==> config.mk <==
export PLATFORM = sky130hd
export DESIGN_NAME = id_stage_top
export DESIGN_NICKNAME = d
export VERILOG_FILES = /design/src/common/rv_isa_pkg.sv /design/src/common/id_pipe_pkg.sv /design/src/decode/inst_decoder.sv /design/src/source/operand_bypass.sv /design/src/source/jalr_redirect.sv /design/src/source/id_handshake_reg.sv /design/src/source/id_stage_top.sv
export VERILOG_INCLUDE_DIRS = /design/src /design/src/common
export SDC_FILE = /design/constraint.sdc
export NUM_CORES = 1
export LEC_CHECK = 0
export BUFFER_PORTS_ARGS = -buffer_cell sky130_fd_sc_hd__buf_2
export CORE_AREA = 2 2 272 274
export CTS_BUF_LIST = sky130_fd_sc_hd__clkbuf_8 sky130_fd_sc_hd__clkbuf_16
export DETAILED_ROUTE_END_ITERATION = 12
export DIE_AREA = 0 0 274 276
export HOLD_SLACK_MARGIN = 0.1
export PLACE_DENSITY_LB_ADDON = 0.15
export SLEW_MARGIN = 20
export SYNTH_ARGS = -nofsm -noshare
export SYNTH_HDL_FRONTEND = slang
export SYNTH_SLANG_ARGS = --single-unit
==> constraint.sdc <==
create_clock -name clk_i -period 27.5 [get_ports clk_i]
set_clock_uncertainty 0.2 [all_clocks]
set_input_delay 5.5 -clock clk_i [delete_from_list [all_inputs] [get_ports clk_i]]
set_output_delay 5.5 -clock clk_i [all_outputs]
set_load 0.03 [all_outputs]
==> src/common/id_settings.svh <==
// ----------------------------------------------------------
// decode stage width settings
// ----------------------------------------------------------
`ifndef ID_SETTINGS_SVH
`define ID_SETTINGS_SVH

// data and pc width
`define ID_XLEN   64
`define ID_INST_W 32
`define ID_REG_AW 5
`define ID_OP_W   8

`endif

==> src/common/rv_isa_pkg.sv <==
// ----------------------------------------------------------
// rv64i instruction encoding
// major opcodes and the field layouts of one instruction word
// ----------------------------------------------------------
`default_nettype none
`include "id_settings.svh"

package rv_isa_pkg;

  // opcode bits 6:2
  typedef enum logic [4:0] {
    LOAD      = 5'b00000,
    OP_IMM    = 5'b00100,
    AUIPC     = 5'b00101,
    OP_IMM_32 = 5'b00110,
    STORE     = 5'b01000,
    OP        = 5'b01100,
    LUI       = 5'b01101,
    OP_32     = 5'b01110,
    BRANCH    = 5'b11000,
    JALR      = 5'b11001,
    JAL       = 5'b11011
  } major_op_e;

  typedef struct packed {
    logic [6:0]            funct7;
    logic [`ID_REG_AW-1:0] rs2;
    logic [`ID_REG_AW-1:0] rs1;
    logic [2:0]            funct3;
    logic [`ID_REG_AW-1:0] rd;
    major_op_e             opc;
    logic [1:0]            quad;
  } r_fmt_t;

  typedef struct packed {
    logic [11:0]           imm;
    logic [`ID_REG_AW-1:0] rs1;
    logic [2:0]            funct3;
    logic [`ID_REG_AW-1:0] rd;
    major_op_e             opc;
    logic [1:0]            quad;
  } i_fmt_t;

  typedef struct packed {
    logic [6:0]            imm_hi;
    logic [`ID_REG_AW-1:0] rs2;
    logic [`ID_REG_AW-1:0] rs1;
    logic [2:0]            funct3;
    logic [4:0]            imm_lo;
    major_op_e             opc;
    logic [1:0]            quad;
  } s_fmt_t;

  typedef struct packed {
    logic [19:0]           imm;
    logic [`ID_REG_AW-1:0] rd;
    major_op_e             opc;
    logic [1:0]            quad;
  } u_fmt_t;

  // same word seen through each format
  typedef union packed {
    r_fmt_t r;
    i_fmt_t i;
    s_fmt_t s;
    u_fmt_t u;
  } inst_word_u;

endpackage

`default_nettype wire

==> src/common/id_pipe_pkg.sv <==
// ----------------------------------------------------------
// decode stage pipeline bundles
// fetch input, forwarding tags, decoder result, stage output
// ----------------------------------------------------------
`default_nettype none
`include "id_settings.svh"

package id_pipe_pkg;

  typedef enum logic [2:0] {
    NONE, REGREG, REGREGW, REGIMM, REGIMMW, BRANCH, LOAD, STORE
  } inst_class_e;

  // loads and stores carry no code, funct3 gives the access
  typedef enum logic [`ID_OP_W-1:0] {
    ILLEGAL = '0,
    OP_ADD, OP_SUB, OP_SLL, OP_SLT, OP_SLTU, OP_XOR, OP_SRL, OP_SRA, OP_OR, OP_AND,
    OP_ADDI, OP_SLTI, OP_SLTIU, OP_XORI, OP_ORI, OP_ANDI, OP_SLLI, OP_SRLI, OP_SRAI,
    OP_ADDW, OP_SUBW, OP_SLLW, OP_SRLW, OP_SRAW,
    OP_ADDIW, OP_SLLIW, OP_SRLIW, OP_SRAIW,
    OP_LUI, OP_AUIPC, OP_JAL, OP_JALR,
    OP_BEQ, OP_BNE, OP_BLT, OP_BGE, OP_BLTU, OP_BGEU
  } id_op_e;

  typedef struct packed {
    rv_isa_pkg::inst_word_u inst;
    logic [`ID_XLEN-1:0]    pc;
  } fetch_t;

  typedef struct packed {
    logic                  wen;
    logic [`ID_REG_AW-1:0] addr;
    logic [`ID_XLEN-1:0]   data;
  } fwd_t;

  typedef struct packed {
    fwd_t fwd;
    logic is_load;
  } ex_fwd_t;

  typedef struct packed {
    logic                  wen;
    logic [`ID_REG_AW-1:0] addr;
  } wb_tag_t;

  typedef struct packed {
    inst_class_e           cls;
    id_op_e                op;
    logic                  rs1_ren;
    logic                  rs2_ren;
    logic [`ID_REG_AW-1:0] rs1;
    logic [`ID_REG_AW-1:0] rs2;
    logic                  rd_wen;
    logic [`ID_REG_AW-1:0] rd;
    logic [2:0]            funct3;
    // I immediate, or S immediate for stores
    logic [`ID_XLEN-1:0]   imm;
    logic [`ID_XLEN-1:0]   u_imm;
    logic                  op1_pc;
    logic                  op2_pc;
  } dec_t;

  typedef struct packed {
    inst_class_e            cls;
    id_op_e                 op;
    logic                   rd_wen;
    logic [`ID_REG_AW-1:0]  rd_addr;
    logic [`ID_XLEN-1:0]    op1;
    logic [`ID_XLEN-1:0]    op2;
    logic [2:0]             mem_op;
    logic [11:0]            mem_offset;
    logic [`ID_XLEN-1:0]    pc;
    rv_isa_pkg::inst_word_u inst;
  } id_out_t;

  typedef struct packed {
    logic                en;
    logic [`ID_XLEN-1:0] target;
  } redirect_t;

endpackage

`default_nettype wire

==> src/decode/inst_decoder.sv <==
// ----------------------------------------------------------
// rv64i instruction decoder
// class, operation, register use and immediates of one word
// ----------------------------------------------------------
`timescale 1ns/1ns
`default_nettype none
`include "id_settings.svh"

module inst_decoder (
  input  rv_isa_pkg::inst_word_u inst_i,
  output id_pipe_pkg::dec_t      dec_o
);

  logic [2:0]               f3;
  logic                     alt;
  logic                     legal;
  id_pipe_pkg::inst_class_e cls;
  id_pipe_pkg::id_op_e      op;
  logic                     rs1_ren;
  logic                     rs2_ren;
  logic                     rd_wen;
  logic [11:0]              imm12;

  assign f3 = inst_i.r.funct3;
  // selects sub and the arithmetic shifts
  assign alt = inst_i.r.funct7[5];

  always_comb begin
    legal = 1'b1;
    cls   = id_pipe_pkg::NONE;
    op    = id_pipe_pkg::ILLEGAL;
    case (inst_i.r.opc)
      rv_isa_pkg::OP: begin
        cls = id_pipe_pkg::REGREG;
        case (f3)
          3'b000: op = alt ? id_pipe_pkg::OP_SUB : id_pipe_pkg::OP_ADD;
          3'b001: op = id_pipe_pkg::OP_SLL;
          3'b010: op = id_pipe_pkg::OP_SLT;
          3'b011: op = id_pipe_pkg::OP_SLTU;
          3'b100: op = id_pipe_pkg::OP_XOR;
          3'b101: op = alt ? id_pipe_pkg::OP_SRA : id_pipe_pkg::OP_SRL;
          3'b110: op = id_pipe_pkg::OP_OR;
          default: op = id_pipe_pkg::OP_AND;
        endcase
      end
      rv_isa_pkg::OP_IMM: begin
        cls = id_pipe_pkg::REGIMM;
        case (f3)
          3'b000: op = id_pipe_pkg::OP_ADDI;
          3'b001: op = id_pipe_pkg::OP_SLLI;
          3'b010: op = id_pipe_pkg::OP_SLTI;
          3'b011: op = id_pipe_pkg::OP_SLTIU;
          3'b100: op = id_pipe_pkg::OP_XORI;
          3'b101: op = alt ? id_pipe_pkg::OP_SRAI : id_pipe_pkg::OP_SRLI;
          3'b110: op = id_pipe_pkg::OP_ORI;
          default: op = id_pipe_pkg::OP_ANDI;
        endcase
      end
      rv_isa_pkg::OP_32: begin
        cls = id_pipe_pkg::REGREGW;
        case (f3)
          3'b000: op = alt ? id_pipe_pkg::OP_SUBW : id_pipe_pkg::OP_ADDW;
          3'b001: op = id_pipe_pkg::OP_SLLW;
          3'b101: op = alt ? id_pipe_pkg::OP_SRAW : id_pipe_pkg::OP_SRLW;
          default: legal = 1'b0;
        endcase
      end
      rv_isa_pkg::OP_IMM_32: begin
        cls = id_pipe_pkg::REGIMMW;
        case (f3)
          3'b000: op = id_pipe_pkg::OP_ADDIW;
          3'b001: op = id_pipe_pkg::OP_SLLIW;
          3'b101: op = alt ? id_pipe_pkg::OP_SRAIW : id_pipe_pkg::OP_SRLIW;
          default: legal = 1'b0;
        endcase
      end
      rv_isa_pkg::BRANCH: begin
        cls = id_pipe_pkg::BRANCH;
        case (f3)
          3'b000: op = id_pipe_pkg::OP_BEQ;
          3'b001: op = id_pipe_pkg::OP_BNE;
          3'b100: op = id_pipe_pkg::OP_BLT;
          3'b101: op = id_pipe_pkg::OP_BGE;
          3'b110: op = id_pipe_pkg::OP_BLTU;
          3'b111: op = id_pipe_pkg::OP_BGEU;
          default: legal = 1'b0;
        endcase
      end
      rv_isa_pkg::LOAD: begin
        cls   = id_pipe_pkg::LOAD;
        legal = (f3 != 3'b111);
      end
      rv_isa_pkg::STORE: begin
        cls   = id_pipe_pkg::STORE;
        legal = ~f3[2];
      end
      rv_isa_pkg::LUI: op = id_pipe_pkg::OP_LUI;
      rv_isa_pkg::AUIPC: op = id_pipe_pkg::OP_AUIPC;
      rv_isa_pkg::JAL: op = id_pipe_pkg::OP_JAL;
      rv_isa_pkg::JALR: begin
        op    = id_pipe_pkg::OP_JALR;
        legal = (f3 == 3'b000);
      end
      default: legal = 1'b0;
    endcase
    // funct7 bit 0 marks the M extension, not supported here
    if (inst_i.r.opc inside {rv_isa_pkg::OP, rv_isa_pkg::OP_32} && inst_i.r.funct7[0])
      legal = 1'b0;
    if (inst_i.r.quad != 2'b11)
      legal = 1'b0;
    if (!legal) begin
      cls = id_pipe_pkg::NONE;
      op  = id_pipe_pkg::ILLEGAL;
    end
  end

  // every class but NONE reads rs1
  assign rs1_ren = (cls != id_pipe_pkg::NONE) || (op == id_pipe_pkg::OP_JALR);
  assign rs2_ren = cls inside {id_pipe_pkg::REGREG, id_pipe_pkg::REGREGW,
                               id_pipe_pkg::BRANCH, id_pipe_pkg::STORE};
  assign rd_wen  = (inst_i.r.rd != '0) &&
                   ((cls inside {id_pipe_pkg::REGREG, id_pipe_pkg::REGREGW,
                                 id_pipe_pkg::REGIMM, id_pipe_pkg::REGIMMW,
                                 id_pipe_pkg::LOAD}) ||
                    (op inside {id_pipe_pkg::OP_LUI, id_pipe_pkg::OP_AUIPC,
                                id_pipe_pkg::OP_JAL, id_pipe_pkg::OP_JALR}));

  assign imm12 = (cls == id_pipe_pkg::STORE) ? {inst_i.s.imm_hi, inst_i.s.imm_lo} :
                                               inst_i.i.imm;

  always_comb begin
    dec_o.cls     = cls;
    dec_o.op      = op;
    dec_o.rs1_ren = rs1_ren;
    dec_o.rs2_ren = rs2_ren;
    dec_o.rs1     = rs1_ren ? inst_i.r.rs1 : '0;
    dec_o.rs2     = rs2_ren ? inst_i.r.rs2 : '0;
    dec_o.rd_wen  = rd_wen;
    dec_o.rd      = rd_wen ? inst_i.r.rd : '0;
    dec_o.funct3  = f3;
    dec_o.imm     = {{(`ID_XLEN-12){imm12[11]}}, imm12};
    // upper immediate is a signed 32-bit value on rv64
    dec_o.u_imm   = {{(`ID_XLEN-`ID_INST_W){inst_i.u.imm[19]}}, inst_i.u.imm, 12'b0};
    dec_o.op1_pc  = op inside {id_pipe_pkg::OP_AUIPC, id_pipe_pkg::OP_JAL};
    dec_o.op2_pc  = op inside {id_pipe_pkg::OP_JAL, id_pipe_pkg::OP_JALR};
  end

endmodule

`default_nettype wire

==> src/source/operand_bypass.sv <==
// ----------------------------------------------------------
// operand forwarding and load-use detection
// builds op1 and op2 from execute, memory or the register file
// ----------------------------------------------------------
`timescale 1ns/1ns
`default_nettype none
`include "id_settings.svh"

module operand_bypass (
  input  id_pipe_pkg::dec_t    dec_i,
  input  logic [`ID_XLEN-1:0]  pc_i,
  input  logic [`ID_XLEN-1:0]  rs1_data_i,
  input  logic [`ID_XLEN-1:0]  rs2_data_i,
  input  id_pipe_pkg::ex_fwd_t ex_fwd_i,
  input  id_pipe_pkg::fwd_t    mem_fwd_i,
  output logic [`ID_XLEN-1:0]  op1_o,
  output logic [`ID_XLEN-1:0]  op2_o,
  output logic                 rs1_ex_hit_o,
  output logic                 rs1_mem_hit_o,
  output logic                 stall_o
);

  logic rs2_ex_hit;
  logic rs2_mem_hit;
  logic imm_class;
  logic u_type;

  function automatic logic hit(id_pipe_pkg::fwd_t f, logic ren,
                               logic [`ID_REG_AW-1:0] addr);
    return ren && f.wen && (f.addr == addr);
  endfunction

  // execute is newest, then memory, then the register file
  function automatic logic [`ID_XLEN-1:0] pick(logic ex_hit, logic mem_hit,
                                               logic [`ID_XLEN-1:0] rf_data);
    if (ex_hit)
      return ex_fwd_i.fwd.data;
    if (mem_hit)
      return mem_fwd_i.data;
    return rf_data;
  endfunction

  assign rs1_ex_hit_o  = hit(ex_fwd_i.fwd, dec_i.rs1_ren, dec_i.rs1);
  assign rs1_mem_hit_o = hit(mem_fwd_i, dec_i.rs1_ren, dec_i.rs1);
  assign rs2_ex_hit    = hit(ex_fwd_i.fwd, dec_i.rs2_ren, dec_i.rs2);
  assign rs2_mem_hit   = hit(mem_fwd_i, dec_i.rs2_ren, dec_i.rs2);

  // load data only exists after memory
  assign stall_o = ex_fwd_i.is_load && (rs1_ex_hit_o || rs2_ex_hit);

  assign imm_class = dec_i.cls inside {id_pipe_pkg::REGIMM, id_pipe_pkg::REGIMMW};
  assign u_type    = dec_i.op inside {id_pipe_pkg::OP_LUI, id_pipe_pkg::OP_AUIPC};

  always_comb begin
    if (dec_i.rs1_ren)
      op1_o = pick(rs1_ex_hit_o, rs1_mem_hit_o, rs1_data_i);
    else if (dec_i.op1_pc)
      op1_o = pc_i;
    else
      op1_o = '0;
  end

  always_comb begin
    if (dec_i.rs2_ren)
      op2_o = pick(rs2_ex_hit, rs2_mem_hit, rs2_data_i);
    else if (imm_class)
      op2_o = dec_i.imm;
    else if (u_type)
      op2_o = dec_i.u_imm;
    else if (dec_i.op2_pc)
      op2_o = pc_i;
    else
      op2_o = '0;
  end

endmodule

`default_nettype wire

==> src/source/jalr_redirect.sv <==
// ----------------------------------------------------------
// jalr redirect
// target of a jalr whose base register is still in flight
// ----------------------------------------------------------
`timescale 1ns/1ns
`default_nettype none
`include "id_settings.svh"

module jalr_redirect (
  input  id_pipe_pkg::dec_t      dec_i,
  input  logic [`ID_XLEN-1:0]    op1_i,
  input  logic                   rs1_ex_hit_i,
  input  logic                   rs1_mem_hit_i,
  input  id_pipe_pkg::wb_tag_t   wb_i,
  output id_pipe_pkg::redirect_t redirect_o
);

  logic                rs1_wb_hit;
  logic [`ID_XLEN-1:0] sum;

  assign rs1_wb_hit = dec_i.rs1_ren && wb_i.wen && (wb_i.addr == dec_i.rs1);
  assign sum        = op1_i + dec_i.imm;

  // fetch guessed with a stale base
  always_comb begin
    redirect_o.en     = (dec_i.op == id_pipe_pkg::OP_JALR) &&
                        (rs1_ex_hit_i || rs1_mem_hit_i || rs1_wb_hit);
    redirect_o.target = redirect_o.en ? {sum[`ID_XLEN-1:1], 1'b0} : '0;
  end

endmodule

`default_nettype wire

==> src/source/id_handshake_reg.sv <==
// ----------------------------------------------------------
// decode stage output register
// four-phase req/ack on the fetch side, holds the result
// ----------------------------------------------------------
`timescale 1ns/1ns
`default_nettype none

module id_handshake_reg (
  input  logic                   clk_i,
  input  logic                   rst_i,
  input  logic                   req_i,
  input  logic                   stall_i,
  input  id_pipe_pkg::id_out_t   next_i,
  input  id_pipe_pkg::redirect_t redirect_i,
  output logic                   ack_o,
  output id_pipe_pkg::id_out_t   id_out_o,
  output id_pipe_pkg::redirect_t redirect_o
);

  logic accept;

  // new request, previous exchange closed, no load-use hazard
  assign accept = req_i && !ack_o && !stall_i;

  always_ff @(posedge clk_i) begin
    if (rst_i) begin
      ack_o <= 1'b0;
    end else if (accept) begin
      ack_o <= 1'b1;
    end else if (!req_i) begin
      ack_o <= 1'b0;
    end
  end

  always_ff @(posedge clk_i) begin
    if (rst_i) begin
      id_out_o.rd_wen <= 1'b0;
      id_out_o.op     <= id_pipe_pkg::ILLEGAL;
      redirect_o.en   <= 1'b0;
    end else if (accept) begin
      id_out_o   <= next_i;
      redirect_o <= redirect_i;
    end
  end

endmodule

`default_nettype wire

==> src/source/id_stage_top.sv <==
// ----------------------------------------------------------
// instruction decode stage
// decoder, operand bypass, jalr redirect and output register
// ----------------------------------------------------------
`timescale 1ns/1ns
`default_nettype none
`include "id_settings.svh"

module id_stage_top (
  input  logic                   clk_i,
  input  logic                   rst_i,
  input  logic                   req_i,
  input  id_pipe_pkg::fetch_t    fetch_i,
  input  logic [`ID_XLEN-1:0]    rs1_data_i,
  input  logic [`ID_XLEN-1:0]    rs2_data_i,
  input  id_pipe_pkg::ex_fwd_t   ex_fwd_i,
  input  id_pipe_pkg::fwd_t      mem_fwd_i,
  input  id_pipe_pkg::wb_tag_t   wb_i,
  output logic                   ack_o,
  output logic [`ID_REG_AW-1:0]  rs1_addr_o,
  output logic [`ID_REG_AW-1:0]  rs2_addr_o,
  output logic                   stall_o,
  output id_pipe_pkg::id_out_t   id_out_o,
  output id_pipe_pkg::redirect_t redirect_o
);

  id_pipe_pkg::dec_t      dec;
  logic [`ID_XLEN-1:0]    op1;
  logic [`ID_XLEN-1:0]    op2;
  logic                   rs1_ex_hit;
  logic                   rs1_mem_hit;
  id_pipe_pkg::id_out_t   id_next;
  id_pipe_pkg::redirect_t redirect;

  inst_decoder u_dec (
    .inst_i (fetch_i.inst),
    .dec_o  (dec)
  );

  operand_bypass u_bypass (
    .dec_i         (dec),
    .pc_i          (fetch_i.pc),
    .rs1_data_i    (rs1_data_i),
    .rs2_data_i    (rs2_data_i),
    .ex_fwd_i      (ex_fwd_i),
    .mem_fwd_i     (mem_fwd_i),
    .op1_o         (op1),
    .op2_o         (op2),
    .rs1_ex_hit_o  (rs1_ex_hit),
    .rs1_mem_hit_o (rs1_mem_hit),
    .stall_o       (stall_o)
  );

  jalr_redirect u_jalr (
    .dec_i         (dec),
    .op1_i         (op1),
    .rs1_ex_hit_i  (rs1_ex_hit),
    .rs1_mem_hit_i (rs1_mem_hit),
    .wb_i          (wb_i),
    .redirect_o    (redirect)
  );

  // register file read ports
  assign rs1_addr_o = dec.rs1;
  assign rs2_addr_o = dec.rs2;

  always_comb begin
    id_next.cls        = dec.cls;
    id_next.op         = dec.op;
    id_next.rd_wen     = dec.rd_wen;
    id_next.rd_addr    = dec.rd;
    id_next.op1        = op1;
    id_next.op2        = op2;
    id_next.mem_op     = dec.funct3;
    // decoder already picked I or S layout
    id_next.mem_offset = (dec.cls inside {id_pipe_pkg::LOAD, id_pipe_pkg::STORE}) ?
                         dec.imm[11:0] : '0;
    id_next.pc         = fetch_i.pc;
    id_next.inst       = fetch_i.inst;
  end

  id_handshake_reg u_hs (
    .clk_i      (clk_i),
    .rst_i      (rst_i),
    .req_i      (req_i),
    .stall_i    (stall_o),
    .next_i     (id_next),
    .redirect_i (redirect),
    .ack_o      (ack_o),
    .id_out_o   (id_out_o),
    .redirect_o (redirect_o)
  );

endmodule

`default_nettype wire

Yosys cells after proc, flatten, opt, wreduce, memory -nomap -nowiden
Index checks and enable logic that the tools add are counted.

Add/sub/neg operators: 1. $mul: 0. Div/mod/pow operators: 0. Magnitude comparators: 0. Equal/unequal tests: 36. Shift-type cells: 0. Multiplexer cells: 49. Bitwise logic cells: 2. Reduce and logical (&&, ||, !) cells: 41.

Operators with widths (number): $mux 64 (14); $pmux 8 s7 (2); $pmux 8 s9 (1); $add 64x64->64 (1); $pmux 8 s3 (2); $pmux 6 s6 (1); $eq 5x5->1 (5); $eq 3x3->1 const B (8); $eq 8x5->1 const B (3); $pmux 3 s7 (1); $eq 5x4->1 const B (4); $mux 1 (18); $logic_and 1x1->1 (16); $eq 5x3->1 const B (3); $eq 5x5->1 const B (3); $mux 5 (3); $eq 3x2->1 const B (4); $reduce_bool 2->1 (6); $reduce_bool 5->1 (2); $eq 8x6->1 const B (1); $mux 4 (2); $mux 8 (1); $reduce_bool 4->1 (2); $eq 3x1->1 const B (2); other kinds (17) (24).

Register bits: 322. Bits in latches: 0. Bits in writable memories: 0. Memory bits (read-only): 0. Input port bits: 374. Output and inout port bits: 333. Memories kept: 0.

Logic depth before layout (Yosys ltp)
Gate-level depths: netlist of the first run.

Word-level depth: 20. Mapped depth: 28. Mapped depth without buffers: 23.

By module
Synthesis of the first run repeated with hierarchy kept, for this count alone.

Cells, all modules: 2263. Area total of the unflattened synthesis: 21897.3 sq um.

By module, submodules not included: id_handshake_reg (times used 1, cells each 360, area each 9835.7 sq um, seq. area each 9559.2 sq um); operand_bypass (times used 1, cells each 946, area each 5635.4 sq um, seq. area each 0.0 sq um); jalr_redirect (times used 1, cells each 639, area each 4242.8 sq um, seq. area each 0.0 sq um); inst_decoder (times used 1, cells each 304, area each 2087.0 sq um, seq. area each 0.0 sq um); id_stage_top (times used 1, cells each 14, area each 96.3 sq um, seq. area each 0.0 sq um).

Least setup slack after synthesis of the first run
No wires, ideal clock.

Kind: input-to-reg. From: input port fetch_i[78] (netlist bit). To: register u_hs.id_out_o[0] (netlist name). Setup time: 0.983 ns. Data arrival time: 20.570 ns. Data required time: 26.317 ns. Setup slack: 5.747 ns. Stages: 13. Path buffers: 3. Cell sequence: clkbuf_1 -> inv_1 -> a311o_1 -> a221oi_2 -> a211oi_1 -> and4_1 -> clkbuf_1 -> nand4_1 -> nand2_1 -> nand2_1 -> nand3b_1 -> buf_1 -> nor2_1.

Longest elaborated chain between the ends: 17.

RTL lines: from (decl) (line id_stage_top.sv:13) `input id_pipe_pkg::fetch_t fetch_i,`; $eq 3x1->1, or another cell as far along; $reduce_or 6->1 (no source line) or $reduce_or 3->1 (tied branches); $mux 1, on equally long branches (line inst_decoder.sv:79, inst_decoder.sv:61, inst_decoder.sv:70); $pmux 1 s6 (line inst_decoder.sv:32) `case (inst_i.r.opc)`; $mux 1 (line inst_decoder.sv:107) `if (inst_i.r.opc inside {rv_isa_pkg::OP, rv_isa_pkg::OP_32} && inst_i.r.funct7[0])`; $mux 1 (line inst_decoder.sv:109) `if (inst_i.r.quad != 2'b11)`; $mux 3 or $mux 8 (tied branches) (line inst_decoder.sv:111) `if (!legal) begin`; $eq 3x1->1, or another cell as far along (line inst_decoder.sv:119) `assign rs2_ren = cls inside {id_pipe_pkg::REGREG, id_pipe_pkg::REGREGW,`; $reduce_bool 4->1 or $logic_or 1x1->1 (tied branches) (line inst_decoder.sv:119, inst_decoder.sv:118); $mux 5, on equally long branches (line inst_decoder.sv:137, inst_decoder.sv:136); $eq 5x5->1 (line operand_bypass.sv:30) `return ren && f.wen && (f.addr == addr);`; $logic_and 1x1->1 (line operand_bypass.sv:30); $logic_or 1x1->1 * (line operand_bypass.sv:49) `assign stall_o = ex_fwd_i.is_load && (rs1_ex_hit_o || rs2_ex_hit);`; $logic_and 1x1->1 * (line operand_bypass.sv:49); $logic_not 1->1 * (line id_handshake_reg.sv:23) `assign accept = req_i && !ack_o && !stall_i;`; $logic_and 1x1->1 * (line id_handshake_reg.sv:23); $reduce_and 2->1 (no source line) *.

Mark *: on every way between the ends. The rest lies on a longest branch, timed or not. A chain may end at the register's enable or synchronous reset.

Worst setup path in the final report of the first run
From: input port fetch_i[69] (netlist bit). To: output port stall_o.

Longest elaborated chain between the ends: 13.

RTL lines: $eq 5x4->1, or another cell as far along (line inst_decoder.sv:32); $reduce_or 5->1 (no source line), or another cell as far along; $pmux 1 s6 or $logic_and 1x1->1 (tied branches) (line inst_decoder.sv:32, inst_decoder.sv:107); $mux 1 (line inst_decoder.sv:107); $mux 1 (line inst_decoder.sv:109); $mux 3 or $mux 8 (tied branches) (line inst_decoder.sv:111); $eq 3x1->1, or another cell as far along (line inst_decoder.sv:119); $reduce_bool 4->1 or $logic_or 1x1->1 (tied branches) (line inst_decoder.sv:119, inst_decoder.sv:118); $mux 5, on equally long branches (line inst_decoder.sv:137, inst_decoder.sv:136); $eq 5x5->1 (line operand_bypass.sv:30); $logic_and 1x1->1 (line operand_bypass.sv:30); $logic_or 1x1->1 * (line operand_bypass.sv:49); $logic_and 1x1->1 * (line operand_bypass.sv:49); to (decl) (line id_stage_top.sv:22) `output logic stall_o,`.

Marked as above.

==> run summary, run 1 <==
The run finished with clean final reports. Count of mapped cells out of synthesis: 1909. The most used flip-flop cell after synthesis is edfxtp_1. For this run, the number of Yosys warnings is 0. TritonCTS built the clock tree. Portion of the post-synthesis area used by sequential elements: 0.489. The worst hold margin is 0.288 ns, and the via count normalized by instance count is 5.12. The slowest stage of the critical path belongs to the cell a211oi_1. In this run, CTS created clock tree buffers numbering 41.

The number of antenna violations at the first check in global routing is 15. For the total die area, the log shows 75600 µm². The clock root buffer was clkbuf_16. Cell type group with the largest total delay on the critical path: compound AO/OA/AOI/OAI gates. The first global-routing pass estimated 127 mm of wire. The adder and majority gate portion of the synthesized area works out to 0.0414. The critical path in this run is classified as in -> out. The number of buffers between clock root and the deepest sink was 3. Entering global routing, the biggest net connects 143 pins. The clock reaches the later pin of the worst-skew pair after 0.56 ns. After clock tree synthesis, the clock-pin slew on the worst setup and hold paths is 0.05 ns.

Walking the worst path, the cells encountered are buf_2 > nand3b_1 > a221oi_1 > a221oi_2 > a211oi_1 > and4_2 > nand4_1 > buf_4 > nand2_1 > nand2_1 > inv_1 > buf_2. The tools report the last weighted congestion value of the routability-driven placer as 0.904. The number of fill cells is 7619, and the number of detailed-route iterations in the first pass is 5.

The detail-routed net length per standard cell is 25.5 µm, and the worst path arrival time is 9.02 ns. From left edge to right edge, the die measures 274 µm. VDD sags by at most 0.0000428 V. Detailed routing inserted a total of 18173 vias. Summed over all failing endpoints, the final setup total negative slack is 0 ns. The number of gates resized after CTS came out at 0.

The path type of the worst min-delay path is reg -> reg. Along the worst path, the maximum fanout reaches 38. The logs give 0 for the max-slew violation count and 17916 for the via count of the first global-routing pass. The average instance in the mapped netlist occupies 10.1 µm².

At the pin with the least slew margin, the transition time is 1.06 ns. The mux cell area share after synthesis is 0.0724, and the TritonCTS sink count is 316. Setup violations remaining at the end of the flow were counted as 0.

The share of the clock period used by the worst path after layout is 0.535, and the total power divided by cell area is 48.9 nW/µm². The final layout contains 2986 nets. The compound-gate portion of the synthesized area was 0.193; the buffering stage count on the worst path with inverters included was 4. The floorplan has 99 rows.

Summing every instance area after synthesis gives 19200 µm². Summed over all nets, the half-perimeter wirelength after detailed placement is 70.6 mm. For the first-iteration detailed-routing DRC count, the log shows 1378.

The tools report the category of the worst setup path capture point as an output pin. Once the clock tree was built, the setup fixing pass inserted 0 buffers. The post-layout minimum cycle time is 14.72 ns, and the number of primary I/O pins is 707. The H-tree was split into 2 levels. Max-cap violations in this run came to 0. After synthesis, the largest family of logic cells by area is compound AO/OA/AOI/OAI gates. The final hold violation count is 0, and the simple-gate portion of the synthesized area is 0.129. Relative to the synthesized area, the layout overhead comes to 29.7%.

The synthesized netlist contains 87 unique library cells. The reported leakage power is 0.0113 µW. The synthesized-area fraction occupied by xor and xnor cells was 0.0387; the global-route usage over all layers was 0.228. After floorplanning, the core was sized to cover 72600 µm². The proportion of synthesized flip-flops having asynchronous set or reset is 0, and the flop and latch count out of synthesis is 316. Setup repair after global routing left no endpoint under its margin. The run gives 0.265 as the effective utilization at floorplan.

Port buffering added 703 buffers. Delay of the slowest cell on the worst path: 0.92 ns. Once detail routing completed, the nets flagged for antenna violations numbered 0. Counting flops with a built-in enable in the synthesized netlist gives 307. The relative max-transition margin came out at 0.289.

STA classifies the critical path startpoint as an input pin. For the total routed wirelength, the log shows 90.5 mm. STA puts the critical path data required time at 21.80 ns. The run gives 0.0679 GHz as the maximum frequency from static timing analysis. The ratio of cells with drive above 1 in the final layout came out at 0.321.

After detailed routing, the number of remaining DRC violations is 0. After clock tree synthesis, the flow added hold-fix buffers numbering 0. The height of the chip was 276 µm; the leftover overflow at the end of global routing was 0.
## metrics by stage
stage	power [µW]	utilization	cells	worst slack, ns	instance area [µm²]
floorplan	640	-	1911	5.75	19200
global placement	708	0.326	3465	12.94	23600
detailed placement	708	0.326	3465	12.83	23600
CTS	1230	0.343	3540	12.82	24900
global route	1260	0.343	3543	12.56	24900
finish	1220	0.344	3547	12.78	24900
## area by class of cell
type                            instances  area (µm²)  area share
Timing Repair Buffer                  729        3730       0.150
Tap cell                              959        1200      0.0481
Clock inverter                         32         198     0.00793
Clock buffer                           43        1080      0.0431
Sequential cell                       316        9400       0.377
Multi-Input combinational cell       1427        9190       0.369
Inverter                               34         128     0.00512
Antenna cell                            7        17.5    0.000702
## cell usage after synthesis, types with 5 or more instances
| master | count | area (µm²) |
|---|---|---|
| and2_1 | 24 | 150 |
| o21ai_1 | 5 | 25.0 |
| ha_1 | 62 | 776 |
| o21ai_0 | 204 | 1020 |
| a21oi_1 | 176 | 881 |
| o21bai_1 | 18 | 135 |
| nand2_1 | 201 | 754 |
| or2_2 | 7 | 43.8 |
| o211ai_1 | 5 | 37.5 |
| a22oi_1 | 45 | 338 |
| a211oi_1 | 9 | 67.6 |
| edfxtp_1 | 307 | 9220 |
| a31oi_1 | 9 | 56.3 |
| nand2b_1 | 12 | 75.1 |
| nor4_1 | 10 | 62.6 |
| nor2_1 | 181 | 679 |
| nand3_1 | 19 | 95.1 |
| buf_4 | 16 | 120 |
| and3_1 | 9 | 56.3 |
| mux2i_1 | 139 | 1390 |
| a21o_1 | 38 | 285 |
| dfxtp_1 | 9 | 180 |
| nor2b_1 | 17 | 106 |
| nand3b_1 | 6 | 45.0 |
| buf_2 | 9 | 45.0 |
| buf_1 | 10 | 37.5 |
| inv_1 | 33 | 124 |
| clkbuf_1 | 97 | 364 |
| o31ai_1 | 6 | 45.0 |
| nor3_1 | 18 | 90.1 |
| xor2_1 | 36 | 315 |
| o21a_1 | 10 | 75.1 |
| xnor2_1 | 49 | 429 |
| nand4_1 | 21 | 131 |
| o221ai_1 | 8 | 70.1 |
## metal layers
layer | vias to the layer above | global-route usage | share of wire
met5 | - | 0 | 0.00029
met4 | 4 | 0.0507 | 0.019
met3 | 113 | 0.0426 | 0.067
met2 | 791 | 0.414 | 0.51
met1 | 8886 | 0.277 | 0.40
li1 | 8379 | - | -
## worst paths after layout
| path | start | end | slack (ns) | cells past startpoint |
|---|---|---|---|---|
| min reg2reg | u_hs.id_out_o[248] | u_hs.id_out_o[248] | 0.29 | 2 |
| max | fetch_i[69] | stall_o | 12.78 | 12 |
| min | u_hs.id_out_o[248] | u_hs.id_out_o[248] | 0.29 | 2 |
| max reg2reg | u_hs.ack_o | u_hs.id_out_o[31] | 23.48 | 4 |
## logic make-up (layout without fill, tap and decap cells)
| kind of cell | Yosys count | after routing |
|---|---|---|
| AOI/OAI and AO/OA | 592 | 592 |
| buffers and inverters | 168 | 838 |
| muxes | 139 | 139 |
| and+or+nand+nor | 545 | 545 |
| adders and majority gates | 63 | 63 |
| xor gates and xnor gates | 85 | 85 |
| other | 1 | 10 |
| DFF | 316 | 316 |
## worst reg2reg max path, cell delays in order, from the launching register on
cell,delay [ns]
dfxtp_1,0.34
nand3b_1,0.58
nor2_4,0.91
buf_12,0.61
buf_4,0.92
## layout by cell type (no fill, tap or decap), types with 7 or more instances in the layout
cell type,netlist,routed
buf_2,9,702
edfxtp_1,307,307
o21ai_0,204,204
nand2_1,201,200
nor2_1,181,178
a21oi_1,176,175
mux2i_1,139,139
ha_1,62,62
xnor2_1,49,49
a22oi_1,45,45
inv_1,33,43
clkbuf_16,0,43
a21o_1,38,38
xor2_1,36,36
buf_4,16,26
and2_1,24,24
nand4_1,21,21
nand3_1,19,19
nor2b_1,17,17
nor3_1,18,17
o21bai_1,18,17
nand2b_1,12,12
nor4_1,10,10
o21a_1,10,9
a211oi_1,9,9
a31oi_1,9,9
clkinv_1,0,9
dfxtp_1,9,9
o221ai_1,8,8
clkinv_2,0,8
diode_2,0,7
and3_1,9,7
or2_2,7,7
## sequential cells by signal, summed over array words and instances, names as in the netlist
name and cells:
u_hs.id_out_o 251, u_hs.redirect_o 64, u_hs.ack_o 1
## power by group
group	leakage, µW	internal [µW]	total, µW	switching, µW
registers	0.00324	538	541	2.61
clock network	0.000670	301	522	222
logic	0.00742	51.2	157	106
Note: power is estimated with default switching activity, not from simulation.
==> run 2, diff against run 1 <==
ABC_AREA = 1   (was unset)
CORE_AREA = 2 2 275 277   (was 2 2 272 274)
DIE_AREA = 0 0 277 279   (was 0 0 274 276)
clock period = 13.53 ns   (was 27.5 ns; I/O delays follow)
==> run 2 against run 1 <==
  * Setup slack worse by 9.0 ns
  * Final cell count is 16% higher
  * Synthesized cell count is 27% higher
  * Via count is 20% higher
  * Utilization is 0.53 points higher
  * Register-to-register slack worse by 13 ns
  * Largest power group is now the clock network
  * Critical path type unchanged
  * Sequential share of layout area is 1.3 points lower
==> run summary, run 2 <==
The run finished with clean final reports. For the netlist area before placement, the log shows 20000 µm². The tools report the total routed wirelength as 115 mm. The via count normalized by instance count was 5.31. The number of gates resized after CTS is 0, and the post-synthesis to final-layout area growth is 29.3%. The met1 usage is 0.372, and the HPWL reported at the end of detailed placement is 92.5 mm. After the flow finishes, the layout carries non-filler instances totaling 4114. H-tree depth: 2. The logs give 61 for the distinct cell type count after synthesis and 41 for the clock buffer count from CTS.

Dividing the detail-routed wire length by the instance count gives 27.9 µm. The final hold violation count was 0. Portion of the post-synthesis area used by sequential elements: 0.470. For the final routed database, the setup TNS stands at 0 ns.

TritonCTS built the clock tree. The proportion of synthesized flip-flops having asynchronous set or reset is 0. The simple-gate portion of the synthesized area came out at 0.196.

The synthesized design spends more area on one cell type than any other, namely edfxtp_1. The number of buffers and inverters on the critical path is 7. The path type of the worst min-delay path was reg -> reg. After clock tree synthesis, the clock-pin slew on the worst setup and hold paths is 0.06 ns. Synthesis inferred 316 register bits. The global-route usage over all layers was 0.285. The register with the most flip-flops in the layout has 251 of them. The adder and majority gate portion of the synthesized area is 0.0398, and the effective utilization at floorplan is 0.270.

Yosys printed 0 warnings. For the worst setup path, the data required time is 10.62 ns. From bottom edge to top edge, the die measures 279 µm. The share of Yosys cell area claimed by the top area cell type came out at 0.461. For the pin with the worst max-slew slack, the measured transition is 1.20 ns. The logs give 0.464 for the fraction of met2 tracks used by global routing and 0.102 GHz for the maximum frequency from static timing analysis. The final count of negative-setup-slack endpoints was 0. The compound-gate portion of the synthesized area is 0.214, and the ratio of cells with drive above 1 in the final layout is 0.279.

In the layout the commonest cells are 703 x buf_2, 413 x nand2_1, 307 x edfxtp_1. The mean area per synthesized cell is 8.21 µm². The peak ir drop on the vdd network is 0.0000873 V. The filler cells instantiated in the layout total 7978. The combinational family with the most area after synthesis was compound AO/OA/AOI/OAI gates.

The largest registers in the layout are u_hs.id_out_o x251, u_hs.redirect_o x64, u_hs.ack_o x1. The routed layout has 21840 vias. The initialized floorplan defines 100 standard-cell rows. Category of the worst setup path capture point: an output pin. The clock passes through at most 3 buffers. In this run the worst path has a maximum fanout of 26.

For this design, the CTS-stage hold fixing added 0 buffers. The TritonCTS sink count is 316, and the number of enable flip-flop cells after synthesis is 307. The global routing met3 resource utilization was 0.0753. Cell repeated most along the worst path: inv_2.

The library cell used most frequently in the layout, excluding fill and tap cells, is buf_2. The total power divided by cell area was 101 nW/µm²; the number of antenna violations at the first check in global routing was 58. The logs give 0 for the count of antenna-violating nets left after detailed routing and 4012 for the placed cell count. During placement, the flow inserted port buffers numbering 703.

Cell with the biggest individual delay on the critical path: o21ai_4. STA classifies the critical path startpoint as an input pin. In the synthesized netlist the dominant register cell turns out to be edfxtp_1. The max-slew violation count is 0. By area the synthesized netlist is led by edfxtp_1 46%, nand2_1 7.8%, a21oi_1 7.2%. The global routing stage identified its most utilized layer as met2. The mux cell area share after synthesis came out at 0.000501. The share of the clock period used by the worst path after layout is 0.723, and the number of primary I/O pins is 707.

After synthesis, the most frequently instantiated cells are 414 x nand2_1, 307 x edfxtp_1, 304 x nor2_1, 287 x a21oi_1, 248 x o21ai_0. For the total die area, the log shows 77300 µm². The count of nets after finishing was 3523.

Grouping stages by cell kind, the critical path spends the most delay in simple AND/OR/NAND/NOR gates. The pin count of the biggest net entering global routing was 155; the delay of the slowest cell on the worst path was 0.66 ns. Ranked by flip-flop count, first place goes to u_hs.id_out_o.

The tools report the number of DRC violations after detailed routing as 0. The critical path is of the in -> out type. The congestion estimate from routability-driven global placement came to 0.988. The via count of the first global-routing pass is 21353.

The core area came out at 74100 µm². The logs give 6 for the number of detailed-route iterations in the first pass and 160 mm for the wire length of the first global-routing pass. For the worst-skew pair, the clock arrives at the later sink with an insertion delay of 0.56 ns. The reported leakage power is 0.0117 µW, and the synthesized-area fraction occupied by xor and xnor cells is 0.00520.

The number of setup buffers added after CTS is 0. Data on the critical path arrives at its endpoint at 6.88 ns. Setup repair after global routing left no endpoint under its margin. For this run the aggregate overflow at the end of global routing stands at 0. The run gives 0.195 as the relative max-transition margin.

Walking the worst path, the cells encountered are buf_2 > inv_2 > nor2_1 > nand2_1 > nor2_2 > inv_2 > nand3_2 > nor2_4 > nor2_8 > inv_2 > a31oi_4 > nor2_1 > o21ai_4 > inv_2 > nor2_2 > nor2_1 > nor4_2 > nand3_2 > nand2_1 > nand2_1 > inv_2 > buf_2. Yosys instantiated no cell more often than nand2_1. The count of mapped cells out of synthesis was 2433; the first-iteration detailed-routing DRC count was 2193. Across the run, the number of max-cap violations was 0. The die outline width was 277 µm.

The cell sitting at the root of the clock tree is a clkbuf_16. After layout, the minimum clock period comes to 9.79 ns.
-- run 2: cell count changes after synthesis, sizes merged, moves of 96 or more --
cell   before  now
nand2     201  426
mux2i     139    1
nor3       18  114
nor2      181  316
a21oi     178  289
inv        34  224
-- run 2: final timing paths --
check,from,end,slack (ns),depth (start not counted)
worst max-delay path,fetch_i[67],stall_o,3.74,22
worst max register to register,u_hs.ack_o,u_hs.redirect_o[58],10.14,5
worst min register to register,u_hs.id_out_o[245],u_hs.id_out_o[245],0.27,2
worst min-delay path,u_hs.id_out_o[245],u_hs.id_out_o[245],0.27,2
-- run 2: logic make-up after synthesis --
logic type,count (synthesis)
buffers and inverters,352
multiplexers,1
AND/OR/NAND/NOR,927
flip-flops,316
AO/OA/AOI/OAI,762
other,1
adder cells (fa/ha/maj),63
XOR/XNOR,11
-- run 2: layout make-up --
type,instances,area (µm²),area share
flip-flops and latches,316,9400,0.364
multi-input cells,1767,9200,0.356
repair buffers,734,3760,0.146
well taps,969,1210,0.0469
clock buffers,43,1080,0.0416
inverters,226,848,0.0328
clock inverters,31,270,0.0105
diodes,28,70.1,0.00271
-- run 2: per-layer routing --
metal / vias up / share of wire
li1: 9903 / -
met1: 10556 / 0.41
met2: 1140 / 0.46
met3: 213 / 0.092
met4: 28 / 0.030
met5: - / 0.0016
-- run 2: worst register-to-register path: stages, from the launching register on --
cell and delay (ns):
dfxtp_1 0.37, nor3_4 0.51, inv_1 0.22, nor2_4 0.46
buf_4 0.50, buf_4 0.73
-- run 2: per-stage QoR --
step | area, µm² | total power [µW] | hold WS, ns | worst slack (ns) | util
after floorplan | 20000 | 1320 | 0.382 | 3.27 | -
after global placement | 24400 | 1510 | 0.267 | 3.43 | 0.330
after detailed placement | 24400 | 1510 | 0.266 | 3.39 | 0.330
after CTS | 25800 | 2640 | 0.277 | 3.71 | 0.348
after global routing | 25800 | 2700 | 0.297 | 3.04 | 0.348
final | 25800 | 2610 | 0.274 | 3.74 | 0.349
-- run 2: where the power goes --
| group | internal, µW | switching [µW] |
|---|---|---|
| logic | 109 | 274 |
| registers | 1100 | 8.01 |
| clock network | 653 | 470 |
==> run 3, diff against run 2 <==
clock period = 8.4 ns   (was 13.53 ns; I/O delays follow)
==> run 3 against run 2 <==
  * Die area did not move
  * Utilization rose by 1.3 points
  * Non-clock buffer count rose by 99
  * Largest power group unchanged
  * Design area rose by 3.6%
  * Largest cell class unchanged
==> run summary, run 3 (synthesis gave the netlist of run 2 again) <==
The run gives 0.285 as the global-route usage over all layers. The leftover overflow at the end of global routing came out at 0. Clock-pin slew was measured on the worst setup and hold paths at 0.06 ns. For the number of gates resized after CTS, the log shows 0. TritonCTS built the clock tree. The count of nets left with antenna violations once routing finished came out at 0.

Detailed routing inserted a total of 21973 vias. The die covers 77300 µm². Power comes to 4250 µW. After detailed routing, the number of vias per cell comes to 5.22. The logs give 21526 for the via count of the first global-routing pass and 0.276 for the relative max-transition margin. The worst path arrival time is 7.90 ns, and the number of detailed-route iterations in the first pass is 5.

For the effective utilization at floorplan, the log shows 0.270. Along the worst path, the maximum fanout reaches 29. The floorplan step defined a core boundary enclosing 74100 µm². The register with the most flip-flops in the final layout is u_hs.id_out_o. Counting the buffers created by CTS gives 40. The routed design has 114 mm of wire. The count of nets after finishing is 3621, and the total power divided by cell area is 159 nW/µm².

Based on the critical path, the design can be clocked at up to 0.128 GHz. The count of port buffers added during placement was 703. Compared with the post-synthesis result, the final layout area differs by 34.0%. The max-cap check violation count was 0. The max-slew violation count was 0.

First-iteration detailed-routing DRC count: 2179. In this design, the critical path's most frequently occurring cell is nand2_1. STA classifies the critical path endpoint as a register. The wire length of the first global-routing pass came out at 159 mm.

The register with the most flip-flops in the layout has 251 of them. The largest single stage delay on the critical path is 0.52 ns. Once detailed placement completed, the half-perimeter wirelength came to 93.1 mm. The flow ran to the end, and the final reports show no timing, DRC or antenna violations. At the end of routability-driven placement, the weighted congestion stood at 0.943. The tools report the required time of the critical path as 8.50 ns. The logs give 0 for the final hold violation count and 3 for the number of buffers between clock root and the deepest sink. The cell with the biggest individual delay on the critical path was o21ai_0. The number of DRC violations after detailed routing is 0, and the pin slew with the least headroom to its limit is 1.08 ns. The finished cells cover 26800 µm². The worst setup path is launched from an input pin. The worst path in the final design needs a cycle of 7.80 ns, including I/O delays and setup. Setup violations remaining at the end of the flow were counted as 0. The tools report the utilization of the core after routing as 0.361. The height of the chip works out to 279 µm. The H-tree was split into 2 levels. Reported leakage power: 0.0123 µW. Clock tree synthesis found a total of 316 sinks.

The detail-routed net length per standard cell works out to 27.2 µm. Clock latency of the later-clocked register in the worst-skew pair: 0.56 ns. OpenSTA, run right after detailed placement, puts the worst setup slack at 0.129 ns. The path class of the tightest hold or removal check is reg -> reg. The number of hold buffers added after CTS was 0. The largest registers in the layout are u_hs.id_out_o x251, u_hs.redirect_o x64, u_hs.ack_o x1. Leaving out fill and tap cells, the most frequent cells in the layout are 703 x buf_2, 406 x nand2_1, 307 x edfxtp_1.

The ratio of cells with drive above 1 in the final layout came out at 0.307. The worst hold margin is 0.276 ns. Worst path setup slack after routing: 0.602 ns. The peak ir drop on the vdd network came out at 0.000135 V. The number of antenna violations at the first check in global routing was 49; the row count was 100. Entering global routing, the biggest net connects 60 pins.

The share of the clock period used by the worst path after layout came out at 0.928. Setup repair after global routing left no endpoint under its margin. Clock root buffer: clkbuf_16.

The die is 277 µm wide. Summing all placed instances gives a cell area of 25300 µm². Fill cells in the final layout number 7992. Leaving out fill and tap cells, the most frequent cell in the layout is buf_2. During I/O placement, the number of pins put on the boundary was 707.

The run gives 0 as the post-CTS setup buffer count. The type of the setup path with the least slack was in -> reg.
==> run 3: changes by cell type in the layout (fill, tap and decap cells not counted), sizes merged <==
cell,delta
clkbuf,-3
clkinv,-4
clkinvlp,+2
buf,+99
diode,-1
bufinv,+2
inv,+2
==> run 3: area by class of cell <==
class / instances / area [µm²] / share of cell area
Tap cell: 969 / 1210 / 0.0453
Clock inverter: 33 / 359 / 0.0134
Timing Repair Buffer: 833 / 4580 / 0.171
Sequential cell: 316 / 9400 / 0.351
Antenna cell: 27 / 67.6 / 0.00252
Inverter: 226 / 856 / 0.0320
Clock buffer: 40 / 1000 / 0.0374
Multi-Input combinational cell: 1767 / 9300 / 0.347
==> run 3: power by group <==
part           switching [µW]  leakage [µW]  internal, µW
logic                     449       0.00838           194
clock network             760      0.000670          1060
registers                12.1       0.00323          1770
total                    1220        0.0123          3030
==> run 3: stage by stage <==
stage / std cells / setup TNS (ns)
floorplan: 2435 / -221.93
global placement: 4110 / 0
detailed placement: 4111 / 0
CTS: 4184 / 0
global route: 4203 / 0
finish: 4211 / 0
==> run 3: critical path, delay by kind of cell <==
family,cells,cell delay (ns)
AND/OR/NAND/NOR,23,2.95
adder cells (fa/ha/maj),1,0.40
AO/OA/AOI/OAI,11,1.94
buffers and inverters,6,0.92
==> run 3: worst paths after layout <==
| check | startpoint | endpoint | slack [ns] | cells after the start |
|---|---|---|---|---|
| hold reg to reg | u_hs.id_out_o[245] | u_hs.id_out_o[245] | 0.28 | 2 |
| setup reg to reg | u_hs.ack_o | u_hs.id_out_o[224] | 6.10 | 6 |
| hold / removal | u_hs.id_out_o[245] | u_hs.id_out_o[245] | 0.28 | 2 |
| setup / recovery | fetch_i[78] | u_hs.redirect_o[44] | 0.60 | 41 |
==> run 3: per-layer routing <==
layer | track usage | up-vias | wire length (µm)
met5 | 0 | - | 115
met4 | 0.0815 | 18 | 3080
met3 | 0.0585 | 174 | 8620
met2 | 0.466 | 1096 | 53400
met1 | 0.379 | 10601 | 49100
li1 | - | 10084 | -
